==> src/isaPkg.sv <==
package isaPkg;

    typedef logic [5:0] opcode_t;
    typedef logic [5:0] funct_t;

    // major opcodes, instr[31:26]
    localparam opcode_t opSpecial = 6'h00;
    localparam opcode_t opBeq     = 6'h04;
    localparam opcode_t opBne     = 6'h05;
    localparam opcode_t opAddiu   = 6'h09;
    localparam opcode_t opAndi    = 6'h0c;
    localparam opcode_t opOri     = 6'h0d;
    localparam opcode_t opLui     = 6'h0f;
    localparam opcode_t opLw      = 6'h23;
    localparam opcode_t opSw      = 6'h2b;

    // SPECIAL function field
    localparam funct_t fnAddu = 6'h21;
    localparam funct_t fnSubu = 6'h23;
    localparam funct_t fnAnd  = 6'h24;
    localparam funct_t fnOr   = 6'h25;
    localparam funct_t fnXor  = 6'h26;
    localparam funct_t fnSlt  = 6'h2a;
    localparam funct_t fnSltu = 6'h2b;

    localparam int rsMsb    = 25;
    localparam int rtMsb    = 20;
    localparam int rdMsb    = 15;
    localparam int immWidth = 16;

    typedef enum logic [2:0] {
        aluAdd, aluSub, aluAnd, aluOr, aluXor, aluSlt, aluSltu, aluLui
    } aluOp_t;

endpackage

==> src/pipePkg.sv <==
package pipePkg;

    typedef logic [31:0] word_t;
    typedef logic [4:0]  regAddr_t;

    // first fetch address after reset
    localparam word_t pcReset = 32'hbfc00000;

    localparam regAddr_t regZero = 5'd0;

    // operand source for execute
    typedef enum logic [1:0] {
        fwdReg,
        fwdMem,
        fwdWb
    } fwdSel_t;

endpackage

==> src/pipeIfs.sv <==
interface idExIf;
    import pipePkg::*;
    import isaPkg::*;

    word_t    pc;
    word_t    rsVal;
    word_t    rtVal;
    word_t    imm;
    regAddr_t rs;
    regAddr_t rt;
    regAddr_t dest;
    aluOp_t   aluOp;
    logic     useImm;
    logic     regWrite;
    logic     memRead;
    logic     memWrite;
    logic     isBeq;
    logic     isBne;

    modport producer (output pc, rsVal, rtVal, imm, rs, rt, dest, aluOp, useImm,
                      regWrite, memRead, memWrite, isBeq, isBne);
    modport consumer (input pc, rsVal, rtVal, imm, rs, rt, dest, aluOp, useImm,
                      regWrite, memRead, memWrite, isBeq, isBne);
    modport monitor (input rs, rt, dest, memRead);
endinterface

interface exMemIf;
    import pipePkg::*;

    word_t    pc;
    word_t    aluOut;
    word_t    storeData;
    regAddr_t dest;
    logic     regWrite;
    logic     memRead;
    logic     memWrite;

    modport producer (output pc, aluOut, storeData, dest, regWrite, memRead, memWrite);
    modport consumer (input pc, aluOut, storeData, dest, regWrite, memRead, memWrite);
    modport monitor (input dest, regWrite);
endinterface

interface memWbIf;
    import pipePkg::*;

    word_t    pc;
    regAddr_t dest;
    logic     regWrite;
    word_t    result;

    modport producer (output pc, dest, regWrite, result);
    modport consumer (input pc, dest, regWrite, result);
    modport monitor (input dest, regWrite);
endinterface

==> src/datapath.sv <==
module datapath (
    input  logic              clk,
    input  logic              rst,
    input  pipePkg::word_t    instr,
    input  pipePkg::word_t    memRdata,
    output pipePkg::word_t    pcNext,
    output pipePkg::word_t    memAddrE,
    output logic              memWriteEn,
    output pipePkg::word_t    memAddr,
    output pipePkg::word_t    memWdata,
    output pipePkg::word_t    debugWbPc,
    output logic              debugWbRfWen,
    output pipePkg::regAddr_t debugWbRfWnum,
    output pipePkg::word_t    debugWbRfWdata
);
    import pipePkg::*;
    import isaPkg::*;

    word_t    pcD, instrD, branchTarget, memForward;
    regAddr_t rsD, rtD;
    logic     stall, squash, branchTaken;
    fwdSel_t  fwdA, fwdB;

    idExIf  idExBus ();
    exMemIf exMemBus ();
    memWbIf memWbBus ();

    assign rsD = instrD[rsMsb -: $bits(regAddr_t)];   // for load-use check
    assign rtD = instrD[rtMsb -: $bits(regAddr_t)];

    fetchUnit fetch (
        .clk(clk), .rst(rst), .stall(stall), .squash(squash), .branchTaken(branchTaken),
        .branchTarget(branchTarget), .instr(instr), .pcNext(pcNext), .pcD(pcD),
        .instrD(instrD)
    );

    decodeStage decode (
        .clk(clk), .rst(rst), .stall(stall), .pcD(pcD), .instrD(instrD),
        .wb(memWbBus), .idEx(idExBus)
    );

    hazardUnit hazard (
        .idEx(idExBus), .exMem(exMemBus), .wb(memWbBus), .rsD(rsD), .rtD(rtD),
        .branchTaken(branchTaken), .stall(stall), .squash(squash), .fwdA(fwdA), .fwdB(fwdB)
    );

    executeStage execute (
        .clk(clk), .rst(rst), .idEx(idExBus), .wb(memWbBus), .fwdA(fwdA), .fwdB(fwdB),
        .memForward(memForward), .exMem(exMemBus), .branchTaken(branchTaken),
        .branchTarget(branchTarget), .memAddrE(memAddrE)
    );

    memoryStage memory (
        .clk(clk), .rst(rst), .exMem(exMemBus), .memRdata(memRdata),
        .memForward(memForward), .memWriteEn(memWriteEn), .memAddr(memAddr),
        .memWdata(memWdata), .wb(memWbBus)
    );

    // trace of retiring register writes
    assign debugWbPc      = memWbBus.pc;
    assign debugWbRfWen   = memWbBus.regWrite && (memWbBus.dest != regZero);
    assign debugWbRfWnum  = memWbBus.dest;
    assign debugWbRfWdata = memWbBus.result;
endmodule

==> src/decodeStage.sv <==
module decodeStage (
    input  logic           clk,
    input  logic           rst,
    input  logic           stall,
    input  pipePkg::word_t pcD,
    input  pipePkg::word_t instrD,
    memWbIf.consumer       wb,
    idExIf.producer        idEx
);
    import pipePkg::*;
    import isaPkg::*;

    word_t    regFile [32];
    regAddr_t rs, rt, rd;
    word_t    rsVal, rtVal, imm;
    aluOp_t   aluOp;
    logic     useImm, signExt, regWrite, destIsRt;
    logic     memRead, memWrite, isBeq, isBne;

    mainDecoder decoder (
        .instr(instrD), .aluOp(aluOp), .useImm(useImm), .signExt(signExt),
        .regWrite(regWrite), .destIsRt(destIsRt), .memRead(memRead),
        .memWrite(memWrite), .isBeq(isBeq), .isBne(isBne)
    );

    assign rs  = instrD[rsMsb -: $bits(regAddr_t)];
    assign rt  = instrD[rtMsb -: $bits(regAddr_t)];
    assign rd  = instrD[rdMsb -: $bits(regAddr_t)];
    assign imm = {{($bits(word_t)-immWidth){signExt & instrD[immWidth-1]}},
                  instrD[immWidth-1:0]};

    always_ff @(posedge clk) begin
        if (rst)
            regFile[regZero] <= '0;   // r0 hardwired to zero
        else if (wb.regWrite && wb.dest != regZero)
            regFile[wb.dest] <= wb.result;
    end

    // write-through from write-back
    assign rsVal = (wb.regWrite && wb.dest == rs && rs != regZero) ? wb.result : regFile[rs];
    assign rtVal = (wb.regWrite && wb.dest == rt && rt != regZero) ? wb.result : regFile[rt];

    always_ff @(posedge clk) begin
        if (rst || stall) begin
            idEx.regWrite <= 1'b0;   // bubble
            idEx.memRead  <= 1'b0;
            idEx.memWrite <= 1'b0;
            idEx.isBeq    <= 1'b0;
            idEx.isBne    <= 1'b0;
        end else begin
            idEx.regWrite <= regWrite;
            idEx.memRead  <= memRead;
            idEx.memWrite <= memWrite;
            idEx.isBeq    <= isBeq;
            idEx.isBne    <= isBne;
        end
    end

    always_ff @(posedge clk) begin
        idEx.pc     <= pcD;
        idEx.rsVal  <= rsVal;
        idEx.rtVal  <= rtVal;
        idEx.imm    <= imm;
        idEx.rs     <= rs;
        idEx.rt     <= rt;
        idEx.dest   <= destIsRt ? rt : rd;
        idEx.aluOp  <= aluOp;
        idEx.useImm <= useImm;
    end

    // r0 reaches execute as zero, even with a pending write to it
    zeroRegRead: assert property (@(posedge clk) disable iff (rst)
        (idEx.rs != regZero || idEx.rsVal == '0) && (idEx.rt != regZero || idEx.rtVal == '0));
endmodule

==> src/executeStage.sv <==
module executeStage (
    input  logic             clk,
    input  logic             rst,
    idExIf.consumer          idEx,
    memWbIf.consumer         wb,
    input  pipePkg::fwdSel_t fwdA,
    input  pipePkg::fwdSel_t fwdB,
    input  pipePkg::word_t   memForward,
    exMemIf.producer         exMem,
    output logic             branchTaken,
    output pipePkg::word_t   branchTarget,
    output pipePkg::word_t   memAddrE
);
    import pipePkg::*;
    import isaPkg::*;

    word_t srcA, rtFwd, srcB, aluOut;

    function automatic word_t forwarded(fwdSel_t sel, word_t regVal, word_t memVal,
                                        word_t wbVal);
        case (sel)
            fwdMem:  return memVal;
            fwdWb:   return wbVal;
            default: return regVal;
        endcase
    endfunction

    assign srcA  = forwarded(fwdA, idEx.rsVal, memForward, wb.result);
    assign rtFwd = forwarded(fwdB, idEx.rtVal, memForward, wb.result);
    assign srcB  = idEx.useImm ? idEx.imm : rtFwd;

    always_comb begin
        case (idEx.aluOp)
            aluAdd:  aluOut = srcA + srcB;
            aluSub:  aluOut = srcA - srcB;
            aluAnd:  aluOut = srcA & srcB;
            aluOr:   aluOut = srcA | srcB;
            aluXor:  aluOut = srcA ^ srcB;
            aluSlt:  aluOut = word_t'($signed(srcA) < $signed(srcB));
            aluSltu: aluOut = word_t'(srcA < srcB);
            aluLui:  aluOut = {srcB[immWidth-1:0], {immWidth{1'b0}}};
            default: aluOut = '0;
        endcase
    end

    assign branchTaken  = (idEx.isBeq && srcA == rtFwd) || (idEx.isBne && srcA != rtFwd);
    assign branchTarget = idEx.pc + 32'd4 + {idEx.imm[29:0], 2'b00};
    assign memAddrE     = aluOut;   // data memory reads this at the edge

    always_ff @(posedge clk) begin
        if (rst) begin
            exMem.regWrite <= 1'b0;
            exMem.memRead  <= 1'b0;
            exMem.memWrite <= 1'b0;
        end else begin
            exMem.regWrite <= idEx.regWrite;
            exMem.memRead  <= idEx.memRead;
            exMem.memWrite <= idEx.memWrite;
        end
    end

    always_ff @(posedge clk) begin
        exMem.pc        <= idEx.pc;
        exMem.aluOut    <= aluOut;
        exMem.storeData <= rtFwd;
        exMem.dest      <= idEx.dest;
    end
endmodule

==> src/fetchUnit.sv <==
module fetchUnit (
    input  logic           clk,
    input  logic           rst,
    input  logic           stall,
    input  logic           squash,
    input  logic           branchTaken,
    input  pipePkg::word_t branchTarget,
    input  pipePkg::word_t instr,
    output pipePkg::word_t pcNext,
    output pipePkg::word_t pcD,
    output pipePkg::word_t instrD
);
    import pipePkg::*;

    word_t pcF;
    logic  fetchLive;   // instr lines up with pcF

    always_comb begin
        if (stall)
            pcNext = pcF;   // load-use, refetch same word
        else if (branchTaken)
            pcNext = branchTarget;
        else
            pcNext = pcF + 32'd4;
    end

    always_ff @(posedge clk) begin
        if (rst) begin
            pcF       <= pcReset - 32'd4;   // so pcNext starts at pcReset
            fetchLive <= 1'b0;
        end else begin
            pcF       <= pcNext;
            fetchLive <= 1'b1;
        end
    end

    // fetch/decode register, all-zero word is a nop
    always_ff @(posedge clk) begin
        if (rst)
            instrD <= '0;
        else if (!stall)
            instrD <= (squash || !fetchLive) ? word_t'(0) : instr;
    end

    always_ff @(posedge clk) begin
        if (!stall)
            pcD <= pcF;
    end
endmodule

==> src/hazardUnit.sv <==
module hazardUnit (
    idExIf.monitor             idEx,
    exMemIf.monitor            exMem,
    memWbIf.monitor            wb,
    input  pipePkg::regAddr_t  rsD,
    input  pipePkg::regAddr_t  rtD,
    input  logic               branchTaken,
    output logic               stall,
    output logic               squash,
    output pipePkg::fwdSel_t   fwdA,
    output pipePkg::fwdSel_t   fwdB
);
    import pipePkg::*;

    function automatic fwdSel_t pickSource(regAddr_t src, regAddr_t memDest, logic memWr,
                                           regAddr_t wbDest, logic wbWr);
        fwdSel_t sel;
        sel = fwdReg;
        if (src != regZero && wbWr && wbDest == src)
            sel = fwdWb;
        if (src != regZero && memWr && memDest == src)
            sel = fwdMem;   // younger result wins
        return sel;
    endfunction

    assign fwdA = pickSource(idEx.rs, exMem.dest, exMem.regWrite, wb.dest, wb.regWrite);
    assign fwdB = pickSource(idEx.rt, exMem.dest, exMem.regWrite, wb.dest, wb.regWrite);

    // load in execute feeding the instruction in decode
    assign stall = idEx.memRead && idEx.dest != regZero
                   && (idEx.dest == rsD || idEx.dest == rtD);

    assign squash = branchTaken;   // kill the word fetched after the delay slot

    stallSquashExclusive: assert final (stall !== 1'b1 || squash !== 1'b1);
endmodule

==> src/mainDecoder.sv <==
module mainDecoder (
    input  pipePkg::word_t instr,
    output isaPkg::aluOp_t aluOp,
    output logic           useImm,
    output logic           signExt,
    output logic           regWrite,
    output logic           destIsRt,
    output logic           memRead,
    output logic           memWrite,
    output logic           isBeq,
    output logic           isBne
);
    import isaPkg::*;

    opcode_t opcode;
    funct_t  funct;

    assign opcode = instr[$bits(instr)-1 -: $bits(opcode_t)];
    assign funct  = instr[$bits(funct_t)-1:0];

    always_comb begin
        aluOp    = aluAdd;
        useImm   = 1'b0;
        signExt  = 1'b0;
        regWrite = 1'b0;
        destIsRt = 1'b0;
        memRead  = 1'b0;
        memWrite = 1'b0;
        isBeq    = 1'b0;
        isBne    = 1'b0;
        case (opcode)
            opSpecial: begin
                regWrite = 1'b1;
                case (funct)
                    fnAddu:  aluOp = aluAdd;
                    fnSubu:  aluOp = aluSub;
                    fnAnd:   aluOp = aluAnd;
                    fnOr:    aluOp = aluOr;
                    fnXor:   aluOp = aluXor;
                    fnSlt:   aluOp = aluSlt;
                    fnSltu:  aluOp = aluSltu;
                    default: regWrite = 1'b0;   // shifts, jr etc. fall to nop
                endcase
            end
            opAddiu, opLw, opSw: begin
                useImm   = 1'b1;
                signExt  = 1'b1;
                destIsRt = 1'b1;
                regWrite = (opcode != opSw);
                memRead  = (opcode == opLw);
                memWrite = (opcode == opSw);
            end
            opAndi, opOri, opLui: begin
                useImm   = 1'b1;    // zero extended
                destIsRt = 1'b1;
                regWrite = 1'b1;
                aluOp    = (opcode == opAndi) ? aluAnd : (opcode == opOri) ? aluOr : aluLui;
            end
            opBeq, opBne: begin
                signExt = 1'b1;     // offset for the target
                aluOp   = aluSub;
                isBeq   = (opcode == opBeq);
                isBne   = (opcode == opBne);
            end
            default: ;
        endcase
    end
endmodule

==> src/memoryStage.sv <==
module memoryStage (
    input  logic           clk,
    input  logic           rst,
    exMemIf.consumer       exMem,
    input  pipePkg::word_t memRdata,
    output pipePkg::word_t memForward,
    output logic           memWriteEn,
    output pipePkg::word_t memAddr,
    output pipePkg::word_t memWdata,
    memWbIf.producer       wb
);

    assign memWriteEn = exMem.memWrite;
    assign memAddr    = exMem.aluOut;
    assign memWdata   = exMem.storeData;

    // result of this stage, also the bypass value for execute
    assign memForward = exMem.memRead ? memRdata : exMem.aluOut;

    always_ff @(posedge clk) begin
        if (rst)
            wb.regWrite <= 1'b0;
        else
            wb.regWrite <= exMem.regWrite;
    end

    always_ff @(posedge clk) begin
        wb.pc     <= exMem.pc;
        wb.dest   <= exMem.dest;
        wb.result <= memForward;
    end

    // a store never loads and never retires a register write
    storeNotLoad: assert property (@(posedge clk) disable iff (rst)
        exMem.memWrite |-> !exMem.memRead ##1 !wb.regWrite);
endmodule

==> config.mk <==
export PLATFORM = sky130hd
export DESIGN_NAME = datapath
export DESIGN_NICKNAME = d
export VERILOG_FILES = /design/src/isaPkg.sv /design/src/pipePkg.sv /design/src/pipeIfs.sv /design/src/datapath.sv /design/src/decodeStage.sv /design/src/executeStage.sv /design/src/fetchUnit.sv /design/src/hazardUnit.sv /design/src/mainDecoder.sv /design/src/memoryStage.sv
export SDC_FILE = /design/constraint.sdc
export NUM_CORES = 2
export LEC_CHECK = 0
export BUFFER_PORTS_ARGS = -buffer_cell sky130_fd_sc_hd__buf_2
export CELL_PAD_IN_SITES_DETAIL_PLACEMENT = 1
export CELL_PAD_IN_SITES_GLOBAL_PLACEMENT = 2
export CORE_AREA = 2 2 374 376
export DETAILED_ROUTE_END_ITERATION = 16
export DIE_AREA = 0 0 376 378
export HOLD_SLACK_MARGIN = 0.03
export PLACE_DENSITY_LB_ADDON = 0.1
export RECOVER_POWER = 25
export SYNTH_ARGS = -nofsm -noshare
export SYNTH_HDL_FRONTEND = slang
export SYNTH_SLANG_ARGS = --single-unit
==> constraint.sdc <==
create_clock -name clk -period 10.1 [get_ports clk]
set_input_delay 1.515 -clock clk [delete_from_list [all_inputs] [get_ports clk]]
set_output_delay 1.515 -clock clk [all_outputs]
set_load 0.1 [all_outputs]
==> out/qor.csv <==
metric,value,unit
number of synthesized flops with an enable pin,1056,
clock latency on the worst-skew pair,0.83,ns
post-synthesis sequential area ratio,57.31,%
routed len/inst,35.20,um
predominant post-synthesis flop cell,edfxtp_1,
Vias per Instance,6.666,
die width,376,um
post-layout util,55.77,%
Cells after Synth,4527,
syn nets,4746,
port bufs,264,
crit-path cells,clkbuf_1 -> mux2_2 -> nor2_1 -> a21oi_1 -> nand2_1 -> o21ai_0 -> ha_1 -> inv_1 -> ha_1 -> nor2_1 -> o311ai_0 -> a41o_1 -> nor2_1 -> o21ai_0 -> a21oi_1 -> o21bai_1 -> a21oi_1 -> o21ai_1 -> buf_4 -> nand3_1 -> mux2i_1 -> a31o_2 -> o211ai_1 -> buf_2,
Final Max Slew Viols,557,
critical path class,reg2out,
Starting Density,49.68,%
unrepaired setup endpoints after global routing,no,
I/O pin total,265,
final setup vio count,0,
Std-Cell Rows,137,
critical path's slowest cell,dfxtp_1,
final worst path period need,9.428,ns
VDD IR max,0.1990,mV
number of routed nets with antenna violations,0,
"slowest stage delay, CP",1.16,ns
vias in the first global route,45170,
syn avg cell area,15.20,sq um
P&R area growth vs syn,12.26,%
clock sinks,1442,
Core Footprint,138500,sq um
PwrDens,201.9,nW/um^2
Worst EP required,8.59,ns
Routability Congestion,0.8948,
fillers,12930,
CTS H-tree depth,4,
Hold WS,0.3262,ns
Crit Path Max Fanout,20,
CTS root buf,clkbuf_16,
1st-iter DRT viols,5248,
relative slew slack,-184.2,%
final worst slack,0.6716,ns
GRT overflow,0,
CTS tree,done,
critical path launch point type,register,
Global Route Usage Sum,33.24,%
crit end category,output port,
largest net degree at the start of global routing,125,
HPWL Detailed,145200,um
DRC errors left,0,
"flops & latches, synth",1442,
Via Count,44560,
layout cells sized above 1,24.15,%
setup bufs post-CTS,0,
max cap viols,14,
initial antenna violation count,21,
Post-Synthesis Cell Area,68810,sq um
final WL,235300,um
final hold vios,0,
largest cells by area after synthesis,"edfxtp_1, mux4_2, dfxtp_1",
post-synth top area cell,edfxtp_1,
DIE AREA,142100,sq um
failing checks,"capacitance limit, slew limit",
Netlist cell types,94,
Synth top area share,46.08,%
Clock Skew,0.04440,ns
CTS Hold Bufs,0,
total negative slack,0,ns
First-pass DRT Iterations,5,
Seq. cell area,39460,sq um
Critical Path AT,7.91,ns
post-route clock period utilization,93.35,%
YS warnings,0,
P_leak,25.42,nW
NumNets Final,4969,
outcome,finished with violations,
Tightest Pin Transition,4.262,ns
CTS Buf Count,156,
clock slew at reported path FFs,0.06,ns
"count leader, synth",edfxtp_1,
buffer depth of the longest clock path,3,
Commonest cells post-synth,"edfxtp_1, mux4_2, dfxtp_1, nor2_1, nand2_1",
post-place setup slack,1.640,ns
"Async S/R FF share, synth",0,%
Fmax,106.1,MHz
chip height,378,um
hold crit path type,reg2reg,
Multi-input gate area,27780,sq um
# resized after CTS,0,
first-pass GRT wire length,335600,um
==> per-stage QoR <==
stage	instance area [sq um]	std cells	total power, W
final	77250	6685	0.01559
after global routing	77240	6683	0.01604
after CTS	77600	6681	0.01569
after detailed placement	72280	6399	0.009779
after global placement	72280	6399	0.009764
after floorplan	68810	4527	0.008930
==> routing by layer <==
layer	up-vias	GRT usage, %	routed length (um)
met1	23370	46.15	93850
met4	10	12.03	8964
met5	-	0	66
met2	2273	52.83	111100
li1	18450	-	-
met3	457	6.136	21300
==> registers in the layout, summed over array words and instances, names as in the netlist, 3 cells and up, named ones only <==
register,count
decode.idEx.rtVal,32
execute.exMem.storeData,32
fetch.pcF,32
decode.idEx.imm,17
memory.wb.dest,5
execute.exMem.aluOut,32
memory.wb.pc,32
memory.wb.result,32
fetch.instrD,32
execute.exMem.pc,32
decode.idEx.rs,5
decode.regFile,1024
decode.idEx.aluOp,3
execute.exMem.dest,5
decode.idEx.pc,32
decode.idEx.rt,5
decode.idEx.rsVal,32
decode.idEx.dest,5
fetch.pcD,32
==> where the power goes <==
part           total (W)  switching (W)  internal [W]
Clock            0.00594        0.00252       0.00342
Combinational    0.00286        0.00223      0.000634
Sequential       0.00679       0.000304       0.00649
Total             0.0156        0.00506        0.0105
==> logic make-up after synthesis <==
kind of cell	count (synthesis)	share of synthesized area, %
AO/OA/AOI/OAI	720	6.731
flip-flops	1442	57.31
AND/OR/NAND/NOR	847	5.680
adder cells (fa/ha/maj)	154	2.807
XOR/XNOR	115	1.464
multiplexers	809	23.48
buffers and inverters	440	2.524
==> final timing paths <==
check,start,cells past startpoint,end,slack [ns]
hold / removal,execute.exMem.pc[25]$_DFF_P_,0,memory.wb.pc[25]$_DFF_P_,0.33
setup / recovery,execute.exMem.memRead$_SDFF_PP0_,24,memAddrE[26],0.67
hold reg to reg,execute.exMem.pc[25]$_DFF_P_,0,memory.wb.pc[25]$_DFF_P_,0.33
setup reg to reg,register,6,decode.idEx.rsVal[24]$_DFF_P_,2.70
==> cell type report <==
class,instances,share of cell area (%)
inverter,149,0.7240
multi-input combinational,2645,35.96
timing repair buffer,356,2.412
clock inverter,87,1.446
clock buffer,195,5.434
tap,1807,2.927
sequential,1442,51.08
antenna,4,0.01296
==> cells in the final DEF (no fill, tap or decap), types with 79 or more instances in the layout <==
cell / n
nand2_1: 262
dfxtp_1: 379
clkbuf_16: 159
ha_1: 152
nor2_1: 241
buf_4: 79
clkbuf_1: 156
a21oi_1: 211
o21ai_0: 167
edfxtp_1: 1056
buf_2: 144
inv_1: 146
mux2i_1: 132
mux4_2: 640
==> worst max-delay path: cells and delay by family, from the launching register on <==
kind | cells | cell delay (ns)
AND/OR/NAND/NOR | 5 | 0.46
multiplexers | 2 | 0.65
adder cells (fa/ha/maj) | 2 | 0.41
buffers and inverters | 4 | 1.48
flip-flops | 1 | 1.16
AO/OA/AOI/OAI | 11 | 2.92
Note: power is estimated with default switching activity, not from simulation.
